--- src/design/rv_exec_pkg.sv ---
package rv_exec_pkg;

    localparam int xlen = 64;

    // major opcodes
    localparam logic [6:0] op_reg    = 7'b0110011;
    localparam logic [6:0] op_imm    = 7'b0010011;
    localparam logic [6:0] op_lui    = 7'b0110111;
    localparam logic [6:0] op_auipc  = 7'b0010111;
    localparam logic [6:0] op_jal    = 7'b1101111;
    localparam logic [6:0] op_system = 7'b1110011;

    // machine csr addresses
    localparam logic [11:0] csr_mstatus = 12'd768;
    localparam logic [11:0] csr_mtvec   = 12'd773;
    localparam logic [11:0] csr_mepc    = 12'd833;
    localparam logic [11:0] csr_mcause  = 12'd834;

    localparam logic [xlen-1:0] cause_ecall_m = 64'd11;  // environment call from m-mode

    typedef enum logic [3:0] {
        alu_add,
        alu_sub,
        alu_and,
        alu_or,
        alu_xor,
        alu_sll,
        alu_srl,
        alu_sra,
        alu_slt,
        alu_sltu
    } alu_op_e;

    typedef enum logic [2:0] {
        src_reg,       // rs1, rs2
        src_imm,       // rs1, imm
        src_four_pc,   // 4, pc
        src_imm_pc,    // imm, pc
        src_csr,       // rs1, csr
        src_zero_imm   // 0, imm
    } src_sel_e;

    typedef struct packed {
        logic [6:0] funct7;
        logic [4:0] rs2;
        logic [4:0] rs1;
        logic [2:0] funct3;
        logic [4:0] rd;
        logic [6:0] opcode;
    } r_fmt_t;

    typedef struct packed {
        logic [11:0] imm;
        logic [4:0]  rs1;
        logic [2:0]  funct3;
        logic [4:0]  rd;
        logic [6:0]  opcode;
    } i_fmt_t;

    typedef struct packed {
        logic [19:0] imm;  // bits 31:12 of the value
        logic [4:0]  rd;
        logic [6:0]  opcode;
    } u_fmt_t;

    typedef struct packed {
        logic       imm20;
        logic [9:0] imm10_1;
        logic       imm11;
        logic [7:0] imm19_12;
        logic [4:0] rd;
        logic [6:0] opcode;
    } j_fmt_t;

    // one instruction word, four views
    typedef union packed {
        r_fmt_t r_fmt;
        i_fmt_t i_fmt;
        u_fmt_t u_fmt;
        j_fmt_t j_fmt;
    } instr_u;

    typedef struct packed {
        alu_op_e     alu_op;
        src_sel_e    src_sel;
        logic [4:0]  rd;
        logic [4:0]  rs1;
        logic [4:0]  rs2;
        logic        reg_write;
        logic        csr_set;   // csrrs
        logic        ecall;
        logic [11:0] csr_addr;
        logic        jump;      // jal
    } ctrl_t;

    typedef struct packed {
        logic            valid;
        logic [4:0]      rd;
        logic [xlen-1:0] data;
        logic [xlen-1:0] next_pc;
    } wb_t;

endpackage
--- src/design/rv_operand_mux.sv ---
`timescale 1ns/100ps

module rv_operand_mux (
    input  rv_exec_pkg::src_sel_e         src_sel,
    input  logic [rv_exec_pkg::xlen-1:0]  rdata1,
    input  logic [rv_exec_pkg::xlen-1:0]  rdata2,
    input  logic [rv_exec_pkg::xlen-1:0]  imm,
    input  logic [rv_exec_pkg::xlen-1:0]  pc,
    input  logic [rv_exec_pkg::xlen-1:0]  csr_rdata,
    output logic [rv_exec_pkg::xlen-1:0]  alu_src1,
    output logic [rv_exec_pkg::xlen-1:0]  alu_src2
);
    import rv_exec_pkg::*;

    always_comb begin
        alu_src1 = rdata1;  // default register pair
        alu_src2 = rdata2;
        case (src_sel)
            src_reg: begin
                alu_src2 = rdata2;
            end
            src_imm: begin
                alu_src2 = imm;
            end
            src_four_pc: begin
                alu_src1 = 64'd4;  // return address for jal
                alu_src2 = pc;
            end
            src_imm_pc: begin
                alu_src1 = imm;
                alu_src2 = pc;
            end
            src_csr: begin
                alu_src2 = csr_rdata;  // already selected by csr address
            end
            src_zero_imm: begin
                alu_src1 = '0;  // lui passes imm through the adder
                alu_src2 = imm;
            end
            default: begin
            end
        endcase
    end

endmodule

--- config.mk ---
export PLATFORM = sky130hd
export DESIGN_NAME = rv_operand_mux
export DESIGN_NICKNAME = d
export VERILOG_FILES = /design/src/design/rv_exec_pkg.sv /design/src/design/rv_operand_mux.sv
export SDC_FILE = /design/constraint.sdc
export NUM_CORES = 1
export LEC_CHECK = 0
export BUFFER_PORTS_ARGS = -buffer_cell sky130_fd_sc_hd__buf_2
export CORE_AREA = 2 2 174 176
export DETAILED_ROUTE_END_ITERATION = 7
export DIE_AREA = 0 0 176 178
export SLEW_MARGIN = 25
export SYNTH_ARGS = -nofsm -noshare
export SYNTH_HDL_FRONTEND = slang
export SYNTH_SLANG_ARGS = --single-unit
--- constraint.sdc ---
create_clock -name vclk -period 1.3
set_clock_uncertainty 0.2 [all_clocks]
set_input_delay 0.13 -clock vclk [all_inputs]
set_output_delay 0.13 -clock vclk [all_outputs]
set_load 0.02 [all_outputs]
# Word-level counts from Yosys, hierarchy flattened
# Cells that the tools add are included.
[op_classes]
n_reduce_logical = 2
n_mux = 2
n_eq_ne = 5
[ops]
columns = ["op", "count"]
rows = [
  ["64-bit case mux with 3 select lines", 2],
  ["3-bit by 2-bit == test with 1-bit output, second input constant", 2],
  ["3-bit == test, second input constant", 2],
  ["2-bit OR reduction", 2],
  ["3-bit by 1-bit == test with 1-bit output, second input constant", 1],
]
[word_totals]
out_inout_bits = 128
in_bits = 323
wordCells = 9
ff_bits = 0

# Longest topological paths before layout
# Gate-level depths: netlist of the first run.
[depth]
depth_word = 3
depth_mapped = 5
depth_no_buf = 3

# Worst setup path after synthesis of the first run
# Ideal clock, no wire load.
[synth_timing]
kind = "input to output"
start = "input port src_sel[1]"
end = "output port alu_src2[0] in the netlist's numbering"
stages = 4
required_time_ns = 0.970
n_path_buf = 1
arrival_time_ns = 1.048
slack_ns = -0.078
path_cell_list = "or2_1 > buf_4 > o22ai_1 > a211oi_1"
[synth_via]
elab_chain_len = 3
word_cells_on_any_way = 8
cone_classes = "eq/ne (5); mux (1); reduce/logical (2)"
[synth_lines]
columns = ["element", "line_no", "text"]
rows = [
  ["start: declaration", "rv_operand_mux.sv:4", "input rv_exec_pkg::src_sel_e src_sel,"],
  ["3-bit == test (tied with other cells)", "rv_operand_mux.sv:18", "case (src_sel)"],
  ["2-bit OR reduction (no source line)", "-", ""],
  ["64-bit case mux with 3 select lines *", "rv_operand_mux.sv:18", ""],
  ["end: declaration", "rv_operand_mux.sv:11", "output logic [rv_exec_pkg::xlen-1:0] alu_src2"],
]
# Every way passes the cells marked *; elsewhere a longest branch is shown, timed or not.

# Worst setup path in the final report of the first run
[layout_timing]
start = "input port src_sel[1]"
end = "output port alu_src1[16] in the netlist's numbering"
[layout_via]
elab_chain_len = 2
word_cells_on_any_way = 4
cone_classes = "eq/ne (3); mux (1)"
[layout_lines]
columns = ["element", "line_no", "text"]
rows = [
  ["3-bit == test or 3-bit by 2-bit == test with 1-bit output (tied branches)", "rv_operand_mux.sv:18", ""],
  ["64-bit case mux with 3 select lines *", "rv_operand_mux.sv:18", ""],
  ["end: declaration", "rv_operand_mux.sv:10", "output logic [rv_exec_pkg::xlen-1:0] alu_src1,"],
]
# Marked as above.

==> run metrics, run 1 <==
Min-Delay Path Class=input pin to output pin; WHS Endpoint=alu_src1[62]; top cells by area, synth=o22ai_1 28%, a211oi_2 26%, a22o_1 19%, nor2_1 8.4%, buf_6 7.1%; vias=5927; Hold Path Stages=3; Final HPWL DP=between 15000 and 20000 µm; cell mode on critical path=buf_12; Hold Crit Start=rdata1[62]; top-area cell type share of the netlist area=0.283; synthesized area per cell=~7.4 µm²; # Max-Cap Violations=0; die width=176 µm; fmax=around 0.6 GHz; number of DRC markers in iteration 0=between 300 and 400; Final Setup Violations=~130; Area Overhead vs Synth=175%; Seq Cell Count=0; top sig layer=met5; Peak supply drop=around 0.30 mV; Nets=1177; port bufs=about 450; post-route ant nets=0; synth unique cells=17; PD cells=476 nW/µm²; Top Ports=about 450; most frequent cells after synthesis=129 x o22ai_1, 64 x nor2_1, 63 x a22o_1; Setup CP Type=input pin to output pin; share of cells above drive strength 1=0.839; CP Data Required Time=~0.97 ns; fill count=3100; DP Area=~5700 µm²; Core Area=29400 µm²; Max transition margin=0.588; initial core utilization=0.0969; RePlAce Congestion=roughly 0.93; Crit path arrival time=~1.3 ns; mapped cell area=2850 µm²; post-route cell area=between 7000 and 8000 µm²; Overall Global Routing Usage=0.139; layout clock buffer count=0; register area=0 µm²; first-pass GRT wire length=between 30000 and 40000 µm; crit-path cells=buf_12 -> nand2b_4 -> o21a_4 -> buf_12 -> a22o_4 -> buf_4; Pins Over Slew Limit=0; RSZ-0062 raised after global routing=yes; period utilization=1.27; CP delay by family, top=compound AO/OA/AOI/OAI gates; Die Y=approximately 180 µm; Crit Path Max Fanout=29; worst hold slack=between 0.3 and 0.4 ns; synth warn=0; slowest stage cell, crit path=o21a_4; area leader, netlist=o22ai_1; Multi-input gate area=between 3000 and 4000 µm²; WL/cell=about 23 µm; initial antenna violation count=2; pin count of the biggest net entering global routing=34; M1 WL=11900 µm; # hold bufs at CTS=0; cell leakage power=around 3.5 nW; most frequent cell after synthesis=o22ai_1; post-layout min period=1.65 ns; total negative slack=-36.81 ns; Worst setup EP type=output pin; TritonRoute pass-1 iters=5; vias in the first global route=5297; Routed met2 length=~14000 µm; Post-Route WL=approximately 29000 µm; smallest setup slack after layout=-0.350 ns; Worst Path Buf+Inv=3; die area=approximately 31000 µm²; Mapped Cells=386; syn_nets=~700; Max stage delay on crit path=between 0.2 and 0.3 ns; vias per inst=around 4.8; met3 routed WL=2520 µm; Power, Total=~0.0037 W; sequential area share after synthesis=0; FP Rows=between 60 and 70; status=finished with violations; worst slew pin tran=0.618 ns; violated checks=negative setup slack; # DRC=0; Hold Vio Cnt, Final=0; GR Overflow Total=0; CP Launch Type=input pin
-- placed cells by master (no fill, tap or decap) --
cell type    n
buf_2      322
buf_4       81
buf_6       74
a211oi_2    63
a22o_1      60
o22ai_2     54
o22ai_1     53
nor2_2      37
buf_12      23
o22ai_4     22
nor2_1      21
clkbuf_16   10
buf_16       7
nor2_4       6
buf_8        4
a22o_4       3
diode_2      2
nand2b_4     2
inv_4        1
and3_4       1
o21a_4       1
nand2_1      1
nand2b_1     1
a21oi_1      1
clkinv_8     1
or2_4        1
or3_4        1
a211oi_4     1
-- stage by stage --
step | instances | util | setup WS [ns]
4_1_cts | 1230 | 0.230 | -0.321
6_report | 1244 | 0.266 | -0.350
5_1_grt | 1243 | 0.266 | -0.386
3_5_place_dp | 1212 | 0.194 | -0.455
2_1_floorplan | 386 | - | -0.0307
3_3_place_gp | 1212 | 0.194 | -0.456
-- power breakdown --
group          switching (W)    internal [W]       total [W]
logic                0.00191         0.00182         0.00373
registers                  0               0               0
clock network              0  0.000000000207  0.000000000207
total                0.00191         0.00182         0.00373
-- what timing repair did --
action                                  4_1_cts  5_1_grt
cloned                                        9       11
pin swaps                                    22       70
gates resized for setup                     191      197
setup buffers                                10        5
endpoints found under the setup margin      128      128
-- layer usage --
| layer | GRT usage | up-vias |
|---|---|---|
| li1 | - | 2573 |
| met1 | 0.184 | 2897 |
| met2 | 0.240 | 411 |
| met3 | 0.0298 | 44 |
| met4 | 0.0152 | 2 |
| met5 | 0 | - |
-- kinds of logic (layout without fill, tap and decap cells) --
family,after synthesis,count (layout),share of synthesized area
compound gates,258,258,0.755
simple gates,71,71,0.0988
buf+inv,57,523,0.146
other cells,0,2,0
-- cell type report --
class              instances  area share
diodes                     2    0.000639
inverters                  2     0.00288
multi-input cells        329       0.421
well taps                390      0.0623
repair buffers           521       0.513
-- worst max-delay path by stage --
stage	from	endpoint	slack [ns]	cells after the start
CTS	src_sel[1]	alu_src1[39]	-0.32	7
global placement	src_sel[1]	alu_src2[8]	-0.46	7
floorplan	src_sel[2]	alu_src2[14]	-0.03	5
finish	src_sel[1]	alu_src1[16]	-0.35	6
global route	src_sel[2]	alu_src1[63]	-0.39	8
detailed placement	src_sel[1]	alu_src2[34]	-0.45	6
Note: power is estimated with default switching activity, not from simulation.
==> run 2, diff against run 1 <==
--- a/config.mk
+++ b/config.mk
@@ -5,10 +5,12 @@
 export SDC_FILE = /design/constraint.sdc
 export NUM_CORES = 1
 export LEC_CHECK = 0
+export ABC_AREA = 1
 export BUFFER_PORTS_ARGS = -buffer_cell sky130_fd_sc_hd__buf_2
-export CORE_AREA = 2 2 174 176
+export CORE_AREA = 2 2 173 175
 export DETAILED_ROUTE_END_ITERATION = 7
-export DIE_AREA = 0 0 176 178
+export DIE_AREA = 0 0 175 177
+export RECOVER_POWER = 25
 export SLEW_MARGIN = 25
 export SYNTH_ARGS = -nofsm -noshare
 export SYNTH_HDL_FRONTEND = slang
==> run 2 against run 1 <==
The flow still finishes with violations (negative setup slack). Worst hold slack barely moved. Maximum frequency up 1.1%. Setup slack improved by 0.018 ns. Wire length up 4.3%. Synthesized area is 11% higher. Power rose by 1.4%. First-iteration DRC count increased by 7.1%. Die area decreased by 1.1%. Combinational power increased by 1%. Non-clock buffer count grew 22. Largest cell class unchanged. Largest power group unchanged.
==> run metrics, run 2 <==
status=finished with violations; violated checks=negative setup slack; GR Overflow Total=0 (unchanged); period utilization=1.26 (-0.0135); WL/cell=18.5 µm (-20%); Post-Route WL=30000 µm (+4.3%); Die Y=177 µm (-0.56%); synthesized area per cell=4.25 µm² (-43%); sequential area share after synthesis=0 (unchanged); initial antenna violation count=0 (-2); Mapped Cells=748 (+94%); RSZ-0062 raised after global routing=yes; cell leakage power=4.99 nW (+41%); area leader, netlist=nand2_1; mapped cell area=3180 µm² (+11%); die width=175 µm (-0.57%); syn_nets=1071 (+51%); Area Overhead vs Synth=172%; share of cells above drive strength 1=0.600 (-0.239); Worst setup EP type=output pin; M1 WL=11500 µm (-3.3%); CP Data Required Time=0.97 ns (about the same); most frequent cell after synthesis=nand2_1; vias=7203 (+22%); CP Launch Point=src_sel[0]; Crit Path Max Fanout=8 (-72%); Multi-input gate area=3420 µm² (+3.5%); Seq Cell Count=0 (unchanged); Top Ports=451 (unchanged); FP Rows=63 (unchanged); Crit path arrival time=1.30 ns (-0.02 ns); TritonRoute pass-1 iters=5 (unchanged); Pins Over Slew Limit=0 (unchanged); PD cells=437 nW/µm² (-8.2%); worst slew pin tran=0.335 ns (-0.284 ns); vias in the first global route=6690 (+26%); synth warn=0 (unchanged); commonest non-fill, non-tap cell in the layout=buf_2; # hold bufs at CTS=0 (unchanged); Hold Vio Cnt, Final=0 (unchanged); # DRC=0 (unchanged); pin count of the biggest net entering global routing=36 (+5.9%); number of DRC markers in iteration 0=392 (+7.1%); most frequent cells after synthesis=320 x nand2_1, 215 x nand3_1, 83 x nor2_1; Routed met2 length=14700 µm (+6.3%); post-route cell area=8650 µm² (+10%); fmax=0.613 GHz (+1.1%); Hold Path Stages=4 (+1); post-layout min period=1.63 ns (-0.0176 ns); met3 routed WL=2500 µm (-0.71%); top-area cell type share of the netlist area=0.378 (+0.0951); first-pass GRT wire length=38200 µm (+15%); # Max-Cap Violations=0 (unchanged); smallest setup slack after layout=-0.332 ns (+0.0176 ns); initial core utilization=0.109 (+0.0116); most frequent cells in the layout=336 x buf_2, 209 x nand2_1, 158 x nand3_1; Nets=1558 (+32%); CP Launch Type=input pin; post-route ant nets=0 (unchanged); Min-Delay Path Class=input pin to output pin; Final HPWL DP=18500 µm (+4.8%); top sig layer=met4; Final Setup Violations=128 (unchanged); crit path to=alu_src2[44]; port bufs=451 (unchanged); RePlAce Congestion=0.886 (-5.1%); DP Area=6240 µm² (+9.3%); Setup CP Type=input pin to output pin; fill count=3174 (+2.4%); Max transition margin=0.777 (+0.189); vias per inst=4.44 (-6.9%); register area=0 µm² (unchanged); ant diodes=0 (-2); Core Area=29200 µm² (-0.54%); top cells by area, synth=nand2_1 38%, nand3_1 34%, nor2_1 9.8%, inv_1 7.7%, buf_2 4.4%; die area=31000 µm² (-1.1%); worst hold slack=0.375 ns (+0.000392 ns); Peak supply drop=0.183 mV (-39%); layout clock buffer count=0 (unchanged); synth unique cells=15 (-2); Overall Global Routing Usage=0.161 (+0.0221)
run 2: cell types whose count changed in the layout (fill, tap and decap cells not counted), moves of 24 or more:
cell / previous run / this run
nand2_2: 0 / 86
nor2_1: 21 / 72
nand3_1: 0 / 158
nand3_2: 0 / 52
nand2_1: 1 / 209
buf_6: 74 / 112
o22ai_2: 54 / 0
a22o_1: 60 / 0
nand2_4: 0 / 24
o22ai_1: 53 / 0
a211oi_2: 63 / 0
buf_4: 81 / 40
nor2_2: 37 / 9
inv_1: 0 / 53
run 2: what timing repair did:
action / in CTS / in global routing
setup endpoints to repair: 128 / 128
cloned: 16 / 8
gates resized for setup: 304 / 179
pin swaps: 25 / 49
buffers inserted: 11 / 8
run 2: worst min-delay path by stage:
stage	slack, ns	end	start
CTS	0.36	alu_src1[36]	imm[36]
floorplan	0.23	alu_src1[22]	imm[22]
global route	0.39	alu_src1[60]	imm[60]
global placement	0.38	alu_src1[6]	imm[6]
finish	0.37	alu_src1[60]	imm[60]
detailed placement	0.38	alu_src1[6]	imm[6]
run 2: critical path: stages:
cell	delay (ns)
buf_8	0.11
buf_12	0.12
nor2_4	0.15
buf_4	0.14
buf_12	0.10
clkbuf_16	0.17
nand3_1	0.07
nand2_1	0.06
nor2_1	0.04
nand2_1	0.07
buf_6	0.12
run 2: kinds of logic after synthesis:
| kind of cell | share of synthesized area |
|---|---|
| compound gates | 0.00433 |
| simple gates | 0.824 |
| buf+inv | 0.171 |
run 2: cell type report:
class,instances,area share
Inverter,67,0.0302
Multi-Input combinational cell,623,0.395
Tap cell,390,0.0564
Timing Repair Buffer,543,0.519
run 2: routing by layer:
metal,vias up,global-route usage
li1,3327,-
met4,0,0.0517
met2,502,0.292
met5,-,0
met1,3314,0.197
met3,60,0.0210
run 2: per-stage QoR:
stage | instances | setup slack (ns) | util | setup TNS (ns) | total power [W]
after floorplan | 748 | -0.0256 | - | -0.948 | 0.00131
after global placement | 1582 | -0.411 | 0.213 | -37.68 | 0.00260
after detailed placement | 1582 | -0.402 | 0.213 | -39.88 | 0.00261
after CTS | 1609 | -0.281 | 0.267 | -27.81 | 0.00341
after global routing | 1623 | -0.390 | 0.296 | -37.56 | 0.00401
final | 1623 | -0.332 | 0.296 | -30.11 | 0.00378
run 2: report_power, final:
group	switching [W]	internal, W	leakage, nW
clock	0	0	0
sequential	0	0	0
combinational	0.00199	0.00179	4.99
total	0.00199	0.00179	4.99
==> run 3, diff against run 2 <==
--- a/config.mk
+++ b/config.mk
@@ -5,12 +5,12 @@
 export SDC_FILE = /design/constraint.sdc
 export NUM_CORES = 1
 export LEC_CHECK = 0
-export ABC_AREA = 1
 export BUFFER_PORTS_ARGS = -buffer_cell sky130_fd_sc_hd__buf_2
-export CORE_AREA = 2 2 173 175
+export CORE_AREA = 2 2 174 176
 export DETAILED_ROUTE_END_ITERATION = 7
-export DIE_AREA = 0 0 175 177
+export DIE_AREA = 0 0 176 178
 export RECOVER_POWER = 25
+export SETUP_SLACK_MARGIN = 0.4
 export SLEW_MARGIN = 25
 export SYNTH_ARGS = -nofsm -noshare
 export SYNTH_HDL_FRONTEND = slang
==> run 3 against run 2 <==
The run still ends with negative setup slack left. Worst hold slack worse by 0.022 ns. Cell area down 14%. Clock-buffer cell count is the same. Wire length decreased by 13%. Non-clock buffer count decreased by 31. Die area grew 1.1%. Global-route usage fell by 2.7 points. Sequential cell count stayed put. First-iteration DRC count up 0.77%. Maximum frequency shrank 1.0%. Combinational power fell by 5.6%. Via count is 20% lower. Critical path type unchanged. Critical endpoint is now alu_src2[20]. Largest power group unchanged.
==> run metrics, run 3 (synthesis gave the netlist of run 1 again) <==
status=finished with violations; violated checks=negative setup slack; Setup CP Type=input pin to output pin; Min-Delay Path Class=input pin to output pin; worst slew pin tran=0.720 ns (+0.386 ns); first-pass GRT wire length=32400 µm (-15%); Top Ports=451 (unchanged); sw power=0.00182 W (-8.6%); smallest setup slack after layout=-0.349 ns (-0.0169 ns); Final Core Density=0.253 (-0.0427); Multi-input gate area=3200 µm² (-6.4%); PD cells=480 nW/µm² (+9.8%); fmax=0.606 GHz (-1.0%); Max transition margin=0.520 (-0.257); post-route ant nets=0 (unchanged); RSZ-0062 raised after global routing=yes; Area Overhead vs Synth=161%; cell leakage power=3.44 nW (-31%); sw frac=0.510 (-0.0171); share of cells above drive strength 1=0.841 (+0.241); RePlAce Congestion=0.928 (+4.7%); die area=31300 µm² (+1.1%); pin count of the biggest net entering global routing=40 (+11%); FP Rows=63 (unchanged); CP Launch Type=input pin; CP Data Required Time=0.97 ns (about the same); Seq Cell Count=0 (unchanged); most frequent cells in the layout=327 x buf_2, 105 x o22ai_1, 87 x buf_4; period utilization=1.27 (+0.0130); Worst setup EP type=output pin; grt met2 use=0.238 (-0.0533); fill count=3185 (+0.35%); vias per inst=4.65 (+4.7%); GR Overflow Total=0 (unchanged); Crit Path Max Fanout=26 (+18); Peak supply drop=0.242 mV (+32%); commonest non-fill, non-tap cell in the layout=buf_2; Final Setup Violations=128 (unchanged); Die Y=178 µm (+0.56%); Crit path arrival time=1.32 ns (+0.02 ns); # hold bufs at CTS=0 (unchanged); Pins Over Slew Limit=0 (unchanged); Overall Global Routing Usage=0.135 (-0.0268); # DRC=0 (unchanged); sequential power share=0 (unchanged); post-layout min period=1.65 ns (+0.0169 ns); Comb power frac=1.000 (about the same); met3 Track Usage GR=0.0286 (+0.00751); Power Internal=0.00175 W (-2.1%); # Max-Cap Violations=0 (unchanged); port bufs=451 (unchanged); initial core utilization=0.0969 (-0.0116); Core Area=29400 µm² (+0.54%); worst hold slack=0.353 ns (-0.0221 ns); WL/cell=21.1 µm (+14%); initial antenna violation count=1 (+1); die width=176 µm (+0.57%); TritonRoute pass-1 iters=5 (unchanged); layout clock buffer count=0 (unchanged); Hold Vio Cnt, Final=0 (unchanged); vias in the first global route=5347 (-20%); GRT Max-Usage Layer=met2; vias=5736 (-20%); Final HPWL DP=18300 µm (-1.1%); number of DRC markers in iteration 0=395 (+0.77%); Clk pwr share=0 (unchanged); met1 Use GR=0.169 (-0.0284); register area=0 µm² (unchanged); Post-Route WL=26000 µm (-13%); Nets=1168 (-25%)
-- run 3: cell types whose count changed in the layout (fill, tap and decap cells not counted), sizes merged, moves of 2 or more --
cell    previous run  this run
nand2            320         1
nand3            215         0
o22ai              0       129
inv               67         1
a211oi             0        64
a22o               0        63
buf              537       506
nor2              86        64
nand2b             0         3
o21ai              2         0
-- run 3: per-layer routing --
| metal | part of all wire | wire length (µm) |
|---|---|---|
| met2 | 0.50 | 12900 |
| met5 | 0 | 0 |
| met4 | 0.025 | 644 |
| met3 | 0.097 | 2520 |
| met1 | 0.38 | 9910 |
-- run 3: path summary, 6_finish.rpt --
| kind | cells after the start | end | slack, ns | from |
|---|---|---|---|---|
| max | 6 | alu_src2[20] | -0.35 | src_sel[0] |
| min | 3 | alu_src1[45] | 0.35 | rdata1[45] |
-- run 3: critical path, cell delays in order --
cell,delay (ns)
buf_8,0.10
or3_4,0.46
buf_12,0.20
nor2_2,0.13
a211oi_2,0.06
buf_4,0.19
-- run 3: final cells by class --
type,instances,share of cell area
tap,390,0.0655
multi-input combinational,329,0.429
inverter,2,0.00151
timing repair buffer,512,0.503
antenna,1,0.000336
-- run 3: power groups by stage --
stage                    clock (W)  sequential (W)  combinational (W)
floorplan                        0               0            0.00162
global placement                 0               0            0.00286
detailed placement               0               0            0.00287
CTS                              0               0            0.00328
global route        0.000000000103               0            0.00374
finish              0.000000000103               0            0.00357
-- run 3: per-stage QoR --
| stage | total power (W) | area [µm²] | setup slack (ns) | setup TNS (ns) | cells |
|---|---|---|---|---|---|
| 6_report | 0.00357 | 7440 | -0.349 | -37.52 | 1234 |
| 5_1_grt | 0.00374 | 7440 | -0.376 | -42.25 | 1234 |
| 4_1_cts | 0.00328 | 6960 | -0.330 | -35.45 | 1224 |
| 3_5_place_dp | 0.00287 | 6250 | -0.496 | -44.70 | 1214 |
| 3_3_place_gp | 0.00286 | 6250 | -0.450 | -43.16 | 1214 |
| 2_1_floorplan | 0.00162 | 3430 | 0.000998 | 0 | 386 |
-- run 3: repair_timing --
item / CTS / global route
setup endpoints to repair: 128 / 128
resized for setup: 144 / 92
buffers inserted: 5 / 3
pin swaps: 5 / 6
cloned: 5 / 6
