<file path="src/design/rv_exec_pkg.sv">
package rv_exec_pkg;

    localparam int xlen = 64;

    // major opcodes
    localparam logic [6:0] op_reg    = 7'b0110011;
    localparam logic [6:0] op_imm    = 7'b0010011;
    localparam logic [6:0] op_lui    = 7'b0110111;
    localparam logic [6:0] op_auipc  = 7'b0010111;
    localparam logic [6:0] op_jal    = 7'b1101111;
    localparam logic [6:0] op_system = 7'b1110011;

    // machine csr addresses
    localparam logic [11:0] csr_mstatus = 12'd768;
    localparam logic [11:0] csr_mtvec   = 12'd773;
    localparam logic [11:0] csr_mepc    = 12'd833;
    localparam logic [11:0] csr_mcause  = 12'd834;

    localparam logic [xlen-1:0] cause_ecall_m = 64'd11;  // environment call from m-mode

    typedef enum logic [3:0] {
        alu_add,
        alu_sub,
        alu_and,
        alu_or,
        alu_xor,
        alu_sll,
        alu_srl,
        alu_sra,
        alu_slt,
        alu_sltu
    } alu_op_e;

    typedef enum logic [2:0] {
        src_reg,       // rs1, rs2
        src_imm,       // rs1, imm
        src_four_pc,   // 4, pc
        src_imm_pc,    // imm, pc
        src_csr,       // rs1, csr
        src_zero_imm   // 0, imm
    } src_sel_e;

    typedef struct packed {
        logic [6:0] funct7;
        logic [4:0] rs2;
        logic [4:0] rs1;
        logic [2:0] funct3;
        logic [4:0] rd;
        logic [6:0] opcode;
    } r_fmt_t;

    typedef struct packed {
        logic [11:0] imm;
        logic [4:0]  rs1;
        logic [2:0]  funct3;
        logic [4:0]  rd;
        logic [6:0]  opcode;
    } i_fmt_t;

    typedef struct packed {
        logic [19:0] imm;  // bits 31:12 of the value
        logic [4:0]  rd;
        logic [6:0]  opcode;
    } u_fmt_t;

    typedef struct packed {
        logic       imm20;
        logic [9:0] imm10_1;
        logic       imm11;
        logic [7:0] imm19_12;
        logic [4:0] rd;
        logic [6:0] opcode;
    } j_fmt_t;

    // one instruction word, four views
    typedef union packed {
        r_fmt_t r_fmt;
        i_fmt_t i_fmt;
        u_fmt_t u_fmt;
        j_fmt_t j_fmt;
    } instr_u;

    typedef struct packed {
        alu_op_e     alu_op;
        src_sel_e    src_sel;
        logic [4:0]  rd;
        logic [4:0]  rs1;
        logic [4:0]  rs2;
        logic        reg_write;
        logic        csr_set;   // csrrs
        logic        ecall;
        logic [11:0] csr_addr;
        logic        jump;      // jal
    } ctrl_t;

    typedef struct packed {
        logic            valid;
        logic [4:0]      rd;
        logic [xlen-1:0] data;
        logic [xlen-1:0] next_pc;
    } wb_t;

endpackage
</file>
<file path="src/design/rv_decoder.sv">
`timescale 1ns/100ps

module rv_decoder (
    input  rv_exec_pkg::instr_u            instr,
    output rv_exec_pkg::ctrl_t             ctrl,
    output logic [rv_exec_pkg::xlen-1:0]   imm
);
    import rv_exec_pkg::*;

    logic [6:0] opcode;
    logic [2:0] funct3;
    logic       alt;       // instr bit 30, sub and sra
    alu_op_e    arith_op;  // shared by OP and OP-IMM

    assign opcode = instr.r_fmt.opcode;
    assign funct3 = instr.r_fmt.funct3;
    assign alt    = instr.r_fmt.funct7[5];

    always_comb begin
        case (funct3)
            3'b000:  arith_op = alu_add;
            3'b001:  arith_op = alu_sll;
            3'b010:  arith_op = alu_slt;
            3'b011:  arith_op = alu_sltu;
            3'b100:  arith_op = alu_xor;
            3'b101:  arith_op = alt ? alu_sra : alu_srl;
            3'b110:  arith_op = alu_or;
            default: arith_op = alu_and;
        endcase
    end

    // immediate per instruction format, always sign extended
    always_comb begin
        case (opcode)
            op_imm, op_system: begin
                imm = {{52{instr.i_fmt.imm[11]}}, instr.i_fmt.imm};
            end
            op_lui, op_auipc: begin
                imm = {{32{instr.u_fmt.imm[19]}}, instr.u_fmt.imm, 12'h000};
            end
            op_jal: begin
                imm = {{43{instr.j_fmt.imm20}}, instr.j_fmt.imm20, instr.j_fmt.imm19_12,
                       instr.j_fmt.imm11, instr.j_fmt.imm10_1, 1'b0};
            end
            default: begin
                imm = '0;
            end
        endcase
    end

    always_comb begin
        ctrl.alu_op    = alu_add;
        ctrl.src_sel   = src_reg;
        ctrl.rd        = instr.r_fmt.rd;
        ctrl.rs1       = instr.r_fmt.rs1;
        ctrl.rs2       = instr.r_fmt.rs2;
        ctrl.reg_write = 1'b0;
        ctrl.csr_set   = 1'b0;
        ctrl.ecall     = 1'b0;
        ctrl.csr_addr  = instr.i_fmt.imm;  // csr number sits in the i-type imm
        ctrl.jump      = 1'b0;
        case (opcode)
            op_reg: begin
                ctrl.alu_op    = (funct3 == 3'b000 && alt) ? alu_sub : arith_op;
                ctrl.reg_write = 1'b1;
            end
            op_imm: begin
                ctrl.alu_op    = arith_op;  // no subi
                ctrl.src_sel   = src_imm;
                ctrl.reg_write = 1'b1;
            end
            op_lui: begin
                ctrl.src_sel   = src_zero_imm;
                ctrl.reg_write = 1'b1;
            end
            op_auipc: begin
                ctrl.src_sel   = src_imm_pc;
                ctrl.reg_write = 1'b1;
            end
            op_jal: begin
                ctrl.src_sel   = src_four_pc;  // link value pc + 4
                ctrl.reg_write = 1'b1;
                ctrl.jump      = 1'b1;
            end
            op_system: begin
                if (funct3 == 3'b010) begin
                    ctrl.alu_op    = alu_or;
                    ctrl.src_sel   = src_csr;
                    ctrl.csr_set   = 1'b1;
                    ctrl.reg_write = 1'b1;
                end else if (funct3 == 3'b000 && instr.i_fmt.imm == 12'h000) begin
                    ctrl.ecall = 1'b1;
                end
                // ebreak, mret and other csr ops fall through as no-ops
            end
            default: begin
            end
        endcase
    end

endmodule

</file>
<file path="config.mk">
export PLATFORM = sky130hd
export DESIGN_NAME = rv_decoder
export DESIGN_NICKNAME = d
export VERILOG_FILES = /design/src/design/rv_exec_pkg.sv /design/src/design/rv_decoder.sv
export SDC_FILE = /design/constraint.sdc
export NUM_CORES = 1
export LEC_CHECK = 0
export ABC_AREA = 1
export BUFFER_PORTS_ARGS = -buffer_cell sky130_fd_sc_hd__buf_2
export CAP_MARGIN = 20
export CORE_MARGIN = 4
export CORE_UTILIZATION = 40
export DETAILED_ROUTE_END_ITERATION = 12
export PLACE_DENSITY = 0.95
export SETUP_SLACK_MARGIN = 0.3
export SLEW_MARGIN = 20
export SYNTH_ARGS = -nofsm -noshare
export SYNTH_HDL_FRONTEND = slang
export SYNTH_SLANG_ARGS = --single-unit
</file>
<file path="constraint.sdc">
create_clock -name vclk -period 2.5
set_input_delay 0.25 -clock vclk [all_inputs]
set_output_delay 0.25 -clock vclk [all_outputs]
set_load 0.01 [all_outputs]
</file>
### After elaboration in Yosys (flattened, before gate mapping)

Cells that the tools add are included.

| cells by class | value |
|---|---|
| add/subtract/negate cells | 0 |
| multipliers | 0 |
| div/mod/pow operators | 0 |
| $lt $le $gt $ge | 0 |
| equal/unequal tests | 12 |
| shift-type cells | 0 |
| multiplexer cells | 13 |
| bitwise gates (word level) | 0 |
| reductions and logical operators | 7 |

Operator list:

| kind | count |
|---|---|
| $pmux 64 s3 | 1 |
| $pmux 4 s7 | 1 |
| $pmux 3 s5 | 1 |
| $eq 7x5->1 const B | 2 |
| $eq 7x6->1 const B | 2 |
| $eq 7x7->1 const B | 2 |
| $logic_not 12->1 | 1 |
| $pmux 4 s3 | 1 |
| $eq 3x3->1 const B | 3 |
| $eq 3x2->1 const B | 2 |
| $mux 5 | 1 |
| $reduce_or 5->1 | 1 |
| $mux 1 | 4 |
| $mux 2 | 2 |
| $mux 4 | 1 |
| $reduce_or 2->1 | 2 |
| $eq 3x1->1 const B | 1 |
| $logic_not 3->1 | 1 |
| $logic_and 1x1->1 | 2 |
| $pmux 1 s2 | 1 |

| word-level totals | value |
|---|---|
| bits in registers | 0 |
| latch bits | 0 |
| bits in writable memories | 0 |
| ROM bits | 0 |
| input bits | 32 |
| output and inout port bits | 102 |
| word-level logic and storage cells | 32 |
| memories kept | 0 |

### Longest topological paths before layout

Gate-level depths: netlist (run 1).

| depth | value |
|---|---|
| depth after elaboration | 5 |
| mapped depth | 8 |
| mapped depth without buffers | 8 |

### Least setup slack after synthesis (run 1)

No wires, ideal clock.

| path | value |
|---|---|
| path type | in2out |
| start point | in instr[1] (netlist name) |
| end point | out imm[32] (netlist name) |
| data arrival time | 1.477 ns |
| data required time | 2.250 ns |
| setup slack | 0.773 ns |
| stages on the path | 8 |
| buffers on the path | 2 |
| cells stage by stage | nand2_2 > inv_1 > nand2_1 > a21oi_2 > nand2_2 > buf_6 > nand3_2 > buf_4 |

| between the ends | value |
|---|---|
| cells in the longest elaborated chain, start to end | 3 |
| elaborated cells on any way between the ends | 8 |
| those cells by class | eq/ne: 5; mux: 1; reduce/logical: 2 |

RTL lines:

| element | RTL line | source |
|---|---|---|
| from (decl) | rv_decoder.sv:4 | `input rv_exec_pkg::instr_u instr,` |
| $eq 7x5->1, or another cell as far along | rv_decoder.sv:34 | `case (opcode)` |
| $reduce_or 2->1 | rv_decoder.sv:34 |  |
| $pmux 64 s3 (*) | rv_decoder.sv:34 |  |
| to (decl) | rv_decoder.sv:6 | `output logic [rv_exec_pkg::xlen-1:0] imm` |

Mark *: on every way between the ends. The rest lies on a longest branch, timed or not.

### Worst setup path in the final report (run 1)

| path | value |
|---|---|
| start point | in instr[1] (netlist name) |
| end point | out imm[51] (netlist name) |

Same word-level chain as after synthesis.

==> impl_metrics.toml, run 1 <==
[grt]
first_global_vias = 1188
antenna_found_initial = 0
pin_count_of_the_biggest_net_entering_global_routing = 34
grt.total_usage_pct = 15.6
grt-ovfl-total = 0
grt_first_pass_wirelength_mm = 5.42

[setup_path]
critPathMaxFanout = 33
cp_data_arrival_time_ns = 1.57
timing.critical_path.to_type = "primary output"
start_kind = "input pin"
path_class = "in2out"
req_time_crit_path_ns = 2.25

[sta]
worst_pin_slew_ns = 0.409
post-route-min-period_ns = 1.82
setup_tns_ns = 0
max_clock_freq_mhz = 549
finalCritPeriodShare_pct = 72.9
timing.final.setup_violations = 0
timing_hold_violations_final = 0
rsz0062_at_grt = "false"
worst_slack_ns = 0.678
headroom_to_the_max_slew_limit_pct = 72.7
slew_violations = 0

[floorplan]
design.die.area_um2 = 4130
die_width_um = 64.2
die_y_um = 64.2
std_cell_rows = 20
pin_count = 134
start_util_pct = 41.8
design.core.area_um2 = 3030

[routing]
routed_wl_mm = 3.58
initialDrtViolationCount = 73
vias = 1428
drtAntennaViolNets = 0
drc_errors = 0
viasPerCell = 4.48
wire_per_inst_um = 11.2
dr.pass1.iters = 5

[power_and_ir_drop]
power.density_nw_per_um2 = 92.2
power.ir.vdd_worst_mv = 0.0455
p_leak_uw = 0.00119

[hold_path]
worstHoldEndpoint = "ctrl[28]"
worst_hold_startpoint = "instr[9]"
worstHoldPathCells = 0
min_path_type = "in2out"

[synthesis]
synth_xor_xnor_area_share_pct = 0
post_synth_fa_ha_maj_area_fraction_pct = 0
post_synth_and_or_nand_nor_area_fraction_pct = 46.4
post_synth.cell_area_avg_um2 = 5.94
seq_area_frac_synth_pct = 0
synthCells = 213
syn_nets = 245
synth_top_area_share_pct = 36.2
ys_types = 18
synth_mux_area_share_pct = 0
largest_family_of_logic_cells_by_synthesized_area = "buffers and inverters"
synth_compound_area_share_pct = 5.44
leading_area_contributor_after_synthesis = "sky130_fd_sc_hd__buf_4"
area_of_the_mapped_netlist_um2 = 1260
synth_commonest_cells = "sky130_fd_sc_hd__buf_4, sky130_fd_sc_hd__nand2_1, sky130_fd_sc_hd__inv_1, sky130_fd_sc_hd__nand3_2, sky130_fd_sc_hd__nand2_2"
post-synth-top-count-cell = "sky130_fd_sc_hd__buf_4"
yosys_warnings = 0
post_synth_main_area_contributors = "sky130_fd_sc_hd__buf_4, sky130_fd_sc_hd__nand2_1, sky130_fd_sc_hd__nand3_2, sky130_fd_sc_hd__inv_1, sky130_fd_sc_hd__nand2_2"

[clock_network]
cts_setup_buffers = 0
post_cts_hold_buffer_count = 0
cts-resized-gates = 0

[job]
max-cap-violations = 0

[finish]
final_nets = 309
drive_above_1_share_pct = 59.6
final_sequential_cell_count = 0
final.clkbuf_count = 0
area_occupied_by_registers_um2 = 0
antenna-diode-count = 0
syn2layout_area_growth_pct = 14.7

[placement]
preCtsSetupSlack_ns = 0.637
gp_routability_congestion = 0.869
hpwl_mm = 3.10
port-buffer-count = 124

[run_status]
run_status = "completed"
-- layout make-up --
cell class / instances / area, um2
Timing Repair Buffer: 127 / 643
Multi-Input combinational cell: 122 / 656
Inverter: 26 / 97.6
Fill cell: 333 / 1580
Tap cell: 44 / 55.1
-- worst max-delay path by stage --
stage	startpoint	endpoint	depth (start not counted)
2_1_floorplan	instr[1]	imm[32]	8
3_3_place_gp	instr[1]	imm[50]	8
3_5_place_dp	instr[1]	imm[50]	8
4_1_cts	instr[1]	imm[50]	8
5_1_grt	instr[1]	imm[50]	8
6_report	instr[1]	imm[51]	8
-- where the power goes --
group          total (uW)  leakage (uW)  internal [uW]  switching (uW)
Sequential              0             0              0               0
Combinational         134       0.00119           50.6            83.3
Clock                   0             0              0               0
-- through the flow --
| stage | hold slack [ns] | utilization (%) | total power (uW) | std cells | instance area [um2] |
|---|---|---|---|---|---|
| after floorplan | 0.592 | - | 104 | 213 | 1260 |
| after global placement | 0.500 | 47.9 | 132 | 319 | 1450 |
| after detailed placement | 0.500 | 47.9 | 135 | 319 | 1450 |
| after CTS | 0.500 | 47.9 | 136 | 319 | 1450 |
| after global routing | 0.500 | 47.9 | 148 | 319 | 1450 |
| final | 0.500 | 47.9 | 134 | 319 | 1450 |
-- cell families after synthesis --
| family | after synthesis |
|---|---|
| simple gates | 109 |
| buf+inv | 91 |
| compound gates | 13 |
-- layout by cell type, fill, tap and decap left out, drive strengths merged --
master    n
nand3    26
nand4     1
nor2     15
nand2    66
o21ai    10
inv      26
nor4      1
buf     127
a21oi     3
-- layer usage --
metal  up-vias  GRT usage (%)  part of all wire [%]
met5         -              0                     0
met3        15           1.41                    11
li1        718              -                     -
met1       601           18.1                    36
met4         0           6.07                   3.7
met2        94           28.9                    50
-- critical path, stage by stage --
cell and delay [ns]:
sky130_fd_sc_hd__buf_2 0.10, sky130_fd_sc_hd__nand2_2 0.11, sky130_fd_sc_hd__inv_1 0.05, sky130_fd_sc_hd__nand2_1 0.11
sky130_fd_sc_hd__a21oi_2 0.06, sky130_fd_sc_hd__nand2_2 0.21, sky130_fd_sc_hd__nand3_2 0.39, sky130_fd_sc_hd__buf_2 0.28
Power figures use the tool's default switching activity.
==> inputs of run 2 (changes only) <==
--- a/config.mk
+++ b/config.mk
@@ -5,13 +5,13 @@
 export SDC_FILE = /design/constraint.sdc
 export NUM_CORES = 1
 export LEC_CHECK = 0
-export ABC_AREA = 1
+export ABC_AREA = 0
 export BUFFER_PORTS_ARGS = -buffer_cell sky130_fd_sc_hd__buf_2
 export CAP_MARGIN = 20
 export CORE_MARGIN = 4
-export CORE_UTILIZATION = 40
+export CORE_UTILIZATION = 33
 export DETAILED_ROUTE_END_ITERATION = 12
-export PLACE_DENSITY = 0.95
+export PLACE_DENSITY = 0.9
 export SETUP_SLACK_MARGIN = 0.3
 export SLEW_MARGIN = 20
 export SYNTH_ARGS = -nofsm -noshare
==> constraint.sdc (replaced) <==
create_clock -name vclk -period 1.7
set_input_delay 0.17 -clock vclk [all_inputs]
set_output_delay 0.17 -clock vclk [all_outputs]
set_load 0.01 [all_outputs]
==> run 2 against run 1 <==
  * The run now ends with negative setup slack left
  * Setup slack worse by 0.71 ns
  * Worst hold slack worse by 0.16 ns
  * Non-clock buffer count up 15
  * Power up 99%
  * Cell area grew 28%
  * Critical path type unchanged
  * Largest cell class is now buffers
  * Highest routed layer unchanged
==> impl_metrics.toml, run 2 <==
[run_status]
run_status = "finished, violations left"
violations_in_the_final_reports = "negative setup slack"

[placement]
dpl.cell_count = 244
hpwl_mm = 2.74
gp_routability_congestion = 0.803
port-buffer-count = 124

[synthesis]
post-synth-top-count-cell = "sky130_fd_sc_hd__buf_4"
post_synth_fa_ha_maj_area_fraction_pct = 0
synth_mux_area_share_pct = 0
synth_commonest_cells = "sky130_fd_sc_hd__buf_4, sky130_fd_sc_hd__a21o_1, sky130_fd_sc_hd__and3_1, sky130_fd_sc_hd__nand2_1, sky130_fd_sc_hd__nor2_1"
synth_compound_area_share_pct = 24.2
synth_xor_xnor_area_share_pct = 0.876
synth_top_area_share_pct = 44.3
post_synth.cell_area_avg_um2 = 6.85
ys_types = 30
seq_area_frac_synth_pct = 0
area_of_the_mapped_netlist_um2 = 1000
syn_nets = 178
yosys_warnings = 0
largest_family_of_logic_cells_by_synthesized_area = "buffers and inverters"
post_synth_and_or_nand_nor_area_fraction_pct = 26.8
synthCells = 146
leading_area_contributor_after_synthesis = "sky130_fd_sc_hd__buf_4"
post_synth_main_area_contributors = "sky130_fd_sc_hd__buf_4, sky130_fd_sc_hd__a21o_1, sky130_fd_sc_hd__and3_1, sky130_fd_sc_hd__nor4_1, sky130_fd_sc_hd__nand2_1"

[floorplan]
die_width_um = 63.0
std_cell_rows = 19
die_y_um = 63.0
design.die.area_um2 = 3970
start_util_pct = 35.3
design.core.area_um2 = 2830
pin_count = 134

[clock_network]
post_cts_hold_buffer_count = 0

[grt]
grt.total_usage_pct = 17.7
grt_first_pass_wirelength_mm = 5.99
pin_count_of_the_biggest_net_entering_global_routing = 13
antenna_found_initial = 0
grt-ovfl-total = 0
first_global_vias = 1273

[power_and_ir_drop]
switching_share_pct = 53.2
p_clk_share_pct = 0
cellInternalPower_uw = 125
pwr-share-comb_pct = 100.0
relative_contribution_of_sequential_cells_to_total_power_pct = 0
p_leak_uw = 0.00116
power.density_nw_per_um2 = 143
total_switching_power_uw = 142
power.ir.vdd_worst_mv = 0.0812

[setup_path]
critical-path-top-delay-family = "simple AND/OR/NAND/NOR gates"
crit_path_start = "instr[6]"
cp_data_arrival_time_ns = 1.56
critPathMaxFanout = 10
critical_path.n_buffers_inverters = 2
worst_path_largest_cell_delay_ns = 0.39
timing.critical_path.to_type = "primary output"
path_class = "in2out"
setup.worst_path.end = "imm[10]"
cp_slowest_cell = "sky130_fd_sc_hd__or3b_4"
path_depth = 6
worstPathCellList = "buf_6, or3b_4, or3_4, o21ai_2, and3_4, buf_2"
start_kind = "input pin"
req_time_crit_path_ns = 1.53

[routing]
routed_wl_mm = 4.12
drc_errors = 0
drtAntennaViolNets = 0
wire_per_inst_um = 16.0
vias = 1321
initialDrtViolationCount = 20
viasPerCell = 5.12
dr.pass1.iters = 4

[finish]
non_filler_cells_in_the_finished_layout = 258
layout.filler_cells = 214
final_common_cell = "sky130_fd_sc_hd__buf_2"
area_occupied_by_registers_um2 = 0
final_nets = 261
syn2layout_area_growth_pct = 86.0
final_sequential_cell_count = 0
multi_input_area_um2 = 759
drive_above_1_share_pct = 77.5
antenna-diode-count = 0
layout_common_cells = "sky130_fd_sc_hd__buf_2, sky130_fd_sc_hd__buf_6, sky130_fd_sc_hd__a21o_1"
final.clkbuf_count = 0

[sta]
post-route-min-period_ns = 1.73
max_clock_freq_mhz = 577
headroom_to_the_max_slew_limit_pct = 72.8
finalCritPeriodShare_pct = 102
timing_hold_violations_final = 0
timing.final.setup_violations = 21
rsz0062_at_grt = "true"
slew_violations = 0
worst_slack_ns = -0.0336
worst_pin_slew_ns = 0.408
fin_worst_hold_slack_ns = 0.340

[job]
max-cap-violations = 0

[hold_path]
worstHoldPathCells = 0
min_path_type = "in2out"
==> run 2: worst min path at each step <==
stage               endpoint       from  slack [ns]
finish              ctrl[28]   instr[9]        0.34
global route        ctrl[28]   instr[9]        0.34
detailed placement  ctrl[27]   instr[8]        0.34
CTS                 ctrl[27]   instr[8]        0.34
floorplan           ctrl[37]  instr[14]        0.39
global placement    ctrl[27]   instr[8]        0.34
==> run 2: area by class of cell <==
class | instances | share of cell area, %
inverters | 1 | 0.202
repair buffers | 142 | 56.9
well taps | 31 | 2.09
multi-input cells | 84 | 40.8
==> run 2: power groups by stage <==
stage	clock network (uW)	logic [uW]	registers (uW)
floorplan	0	152	0
global placement	0	200	0
detailed placement	0	203	0
CTS	0	242	0
global route	0	287	0
finish	0	266	0
==> run 2: logic make-up (layout without fill, tap and decap cells) <==
| kind of cell | count (synthesis) | count (layout) |
|---|---|---|
| AND/OR/NAND/NOR | 45 | 46 |
| buffers and inverters | 67 | 143 |
| XOR/XNOR | 1 | 1 |
| AO/OA/AOI/OAI | 33 | 37 |
==> run 2: timing repair <==
item	4_1_cts	5_1_grt
buffers inserted	5	3
pin swaps	9	10
endpoints found under the setup margin	73	73
gates resized for setup	58	21
gates cloned	5	1
==> run 2: stage by stage <==
step                      cell area (um2)  setup slack (ns)  utilization, %  setup TNS [ns]  total power [uW]
after CTS                            1720           -0.0471            60.7          -0.655               242
after global routing                 1860           -0.0868            65.7           -2.28               287
after global placement               1320           -0.0295            46.7          -0.303               200
after floorplan                      1080             0.164               -               0               152
final                                1860           -0.0336            65.7          -0.349               266
after detailed placement             1320           -0.0516            46.7          -0.837               203
==> run 2: metal layers <==
| metal | routed length (um) | global-route usage, % | vias up |
|---|---|---|---|
| met3 | 443 | 5.58 | 6 |
| met2 | 2120 | 34.1 | 83 |
| met1 | 1530 | 19.0 | 613 |
| li1 | - | - | 619 |
| met5 | 0 | 0 | - |
| met4 | 31 | 1.93 | 0 |
==> inputs of run 3 (changes only) <==
--- a/config.mk
+++ b/config.mk
@@ -9,9 +9,9 @@
 export BUFFER_PORTS_ARGS = -buffer_cell sky130_fd_sc_hd__buf_2
 export CAP_MARGIN = 20
 export CORE_MARGIN = 4
-export CORE_UTILIZATION = 33
+export CORE_UTILIZATION = 36
 export DETAILED_ROUTE_END_ITERATION = 12
-export PLACE_DENSITY = 0.9
+export PLACE_DENSITY = 0.95
 export SETUP_SLACK_MARGIN = 0.3
 export SLEW_MARGIN = 20
 export SYNTH_ARGS = -nofsm -noshare
==> constraint.sdc (replaced) <==
create_clock -name vclk -period 2
set_input_delay 0.2 -clock vclk [all_inputs]
set_output_delay 0.2 -clock vclk [all_outputs]
set_load 0.01 [all_outputs]
==> run 3 against run 2 <==
  * The flow now finishes without violations
  * Sequential cell count is the same
  * Cell area shrank 29%
  * Combinational power decreased by 33%
  * Count of clock-buffer cells in the layout is the same
  * Non-clock buffer count shrank 13
  * Wire length decreased by 15%
  * Critical path type unchanged
  * Highest routed layer is now met3
==> impl_metrics.toml, run 3 (same netlist as run 2, synthesis figures left out) <==
[placement]
hpwl_mm = 2.60
preCtsSetupSlack_ns = 0.0489
gp_routability_congestion = 0.807
port-buffer-count = 124

[power_and_ir_drop]
p_leak_uw = 0.00104
power.ir.vdd_worst_mv = 0.118
power.density_nw_per_um2 = 135
power_consumption_uw = 179

[sta]
finalCritPeriodShare_pct = 89.6
max_clock_freq_mhz = 558
worst_slack_ns = 0.208
worst_pin_slew_ns = 0.396
setup_tns_ns = 0
post-route-min-period_ns = 1.79
rsz0062_at_grt = "true"
slew_violations = 0
headroom_to_the_max_slew_limit_pct = 73.6
timing_hold_violations_final = 0
timing.final.setup_violations = 0

[routing]
routed_wl_mm = 3.50
drtAntennaViolNets = 0
vias = 1224
initialDrtViolationCount = 36
viasPerCell = 5.06
drc_errors = 0
dr.pass1.iters = 4
wire_per_inst_um = 14.5

[grt]
first_global_vias = 1028
grt_first_pass_wirelength_mm = 4.59
grt-ovfl-total = 0
antenna_found_initial = 0
grt.total_usage_pct = 15.5
pin_count_of_the_biggest_net_entering_global_routing = 34

[finish]
area_occupied_by_registers_um2 = 0
antenna-diode-count = 0
syn2layout_area_growth_pct = 32.5
layout_common_cells = "sky130_fd_sc_hd__buf_2, sky130_fd_sc_hd__a21o_1, sky130_fd_sc_hd__and3_1"
final_common_cell = "sky130_fd_sc_hd__buf_2"
layout.filler_cells = 262
final_sequential_cell_count = 0
final.clkbuf_count = 0
final_nets = 246
drive_above_1_share_pct = 67.9
multi_input_area_um2 = 603

[setup_path]
start_kind = "input pin"
timing.critical_path.to_type = "primary output"
critPathMaxFanout = 6
cp_data_arrival_time_ns = 1.59
path_class = "in2out"
req_time_crit_path_ns = 1.80

[job]
max-cap-violations = 0

[clock_network]
post_cts_hold_buffer_count = 0

[floorplan]
design.core.area_um2 = 2570
die_width_um = 60.7
pin_count = 134
die_y_um = 60.7
start_util_pct = 38.9
std_cell_rows = 18
design.die.area_um2 = 3680

[hold_path]
min_path_type = "in2out"

[run_status]
run_status = "completed"
[run 3: changes by cell type in the layout (fill, tap and decap cells not counted), sizes merged]
cell / previous run / this run
and2: 4 / 3
buf: 142 / 129
o21a: 5 / 3
o22ai: 1 / 2
[run 3: per-stage QoR]
step / cell area, um2 / cells / hold slack [ns] / util, %
finish: 1330 / 242 / 0.400 / 51.6
global route: 1330 / 242 / 0.400 / 51.6
CTS: 1270 / 240 / 0.400 / 49.4
detailed placement: 1220 / 238 / 0.400 / 47.4
global placement: 1220 / 238 / 0.400 / 47.4
floorplan: 1010 / 146 / 0.450 / -
[run 3: worst max-delay path, stage by stage]
cell and delay (ns):
sky130_fd_sc_hd__buf_2 0.11, sky130_fd_sc_hd__or3b_4 0.39, sky130_fd_sc_hd__or3_4 0.39, sky130_fd_sc_hd__o22ai_4 0.27, sky130_fd_sc_hd__a21o_1 0.12, sky130_fd_sc_hd__buf_2 0.12
[run 3: power by group]
| group | total, uW | switching, uW | internal (uW) |
|---|---|---|---|
| combinational | 179 | 103 | 76.3 |
| sequential | 0 | 0 | 0 |
| clock | 0 | 0 | 0 |
| total | 179 | 103 | 76.3 |
[run 3: worst paths after layout]
kind / from / endpoint / slack [ns] / depth (start not counted)
max: instr[4] / imm[22] / 0.21 / 6
min: instr[11] / ctrl[30] / 0.40 / 0
[run 3: routing by layer]
metal	wire length, um	vias to the layer above	track usage [%]	part of all wire, %
met3	421	0	1.28	12
li1	-	589	-	-
met2	1810	89	31.3	52
met4	0	0	0	0
met5	0	-	0	0
met1	1270	546	18.5	36
[run 3: cell type report]
cell class	instances	area share [%]
Inverter	1	0.283
Tap cell	30	2.83
Multi-Input combinational cell	82	45.5
Timing Repair Buffer	129	51.4
[run 3: repair_timing]
action	CTS	global route
endpoints found under the setup margin	30	61
endpoints found under the hold margin	0	0
buffers inserted	1	0
resized for setup	5	8
pin swaps	3	5
cloned	1	2
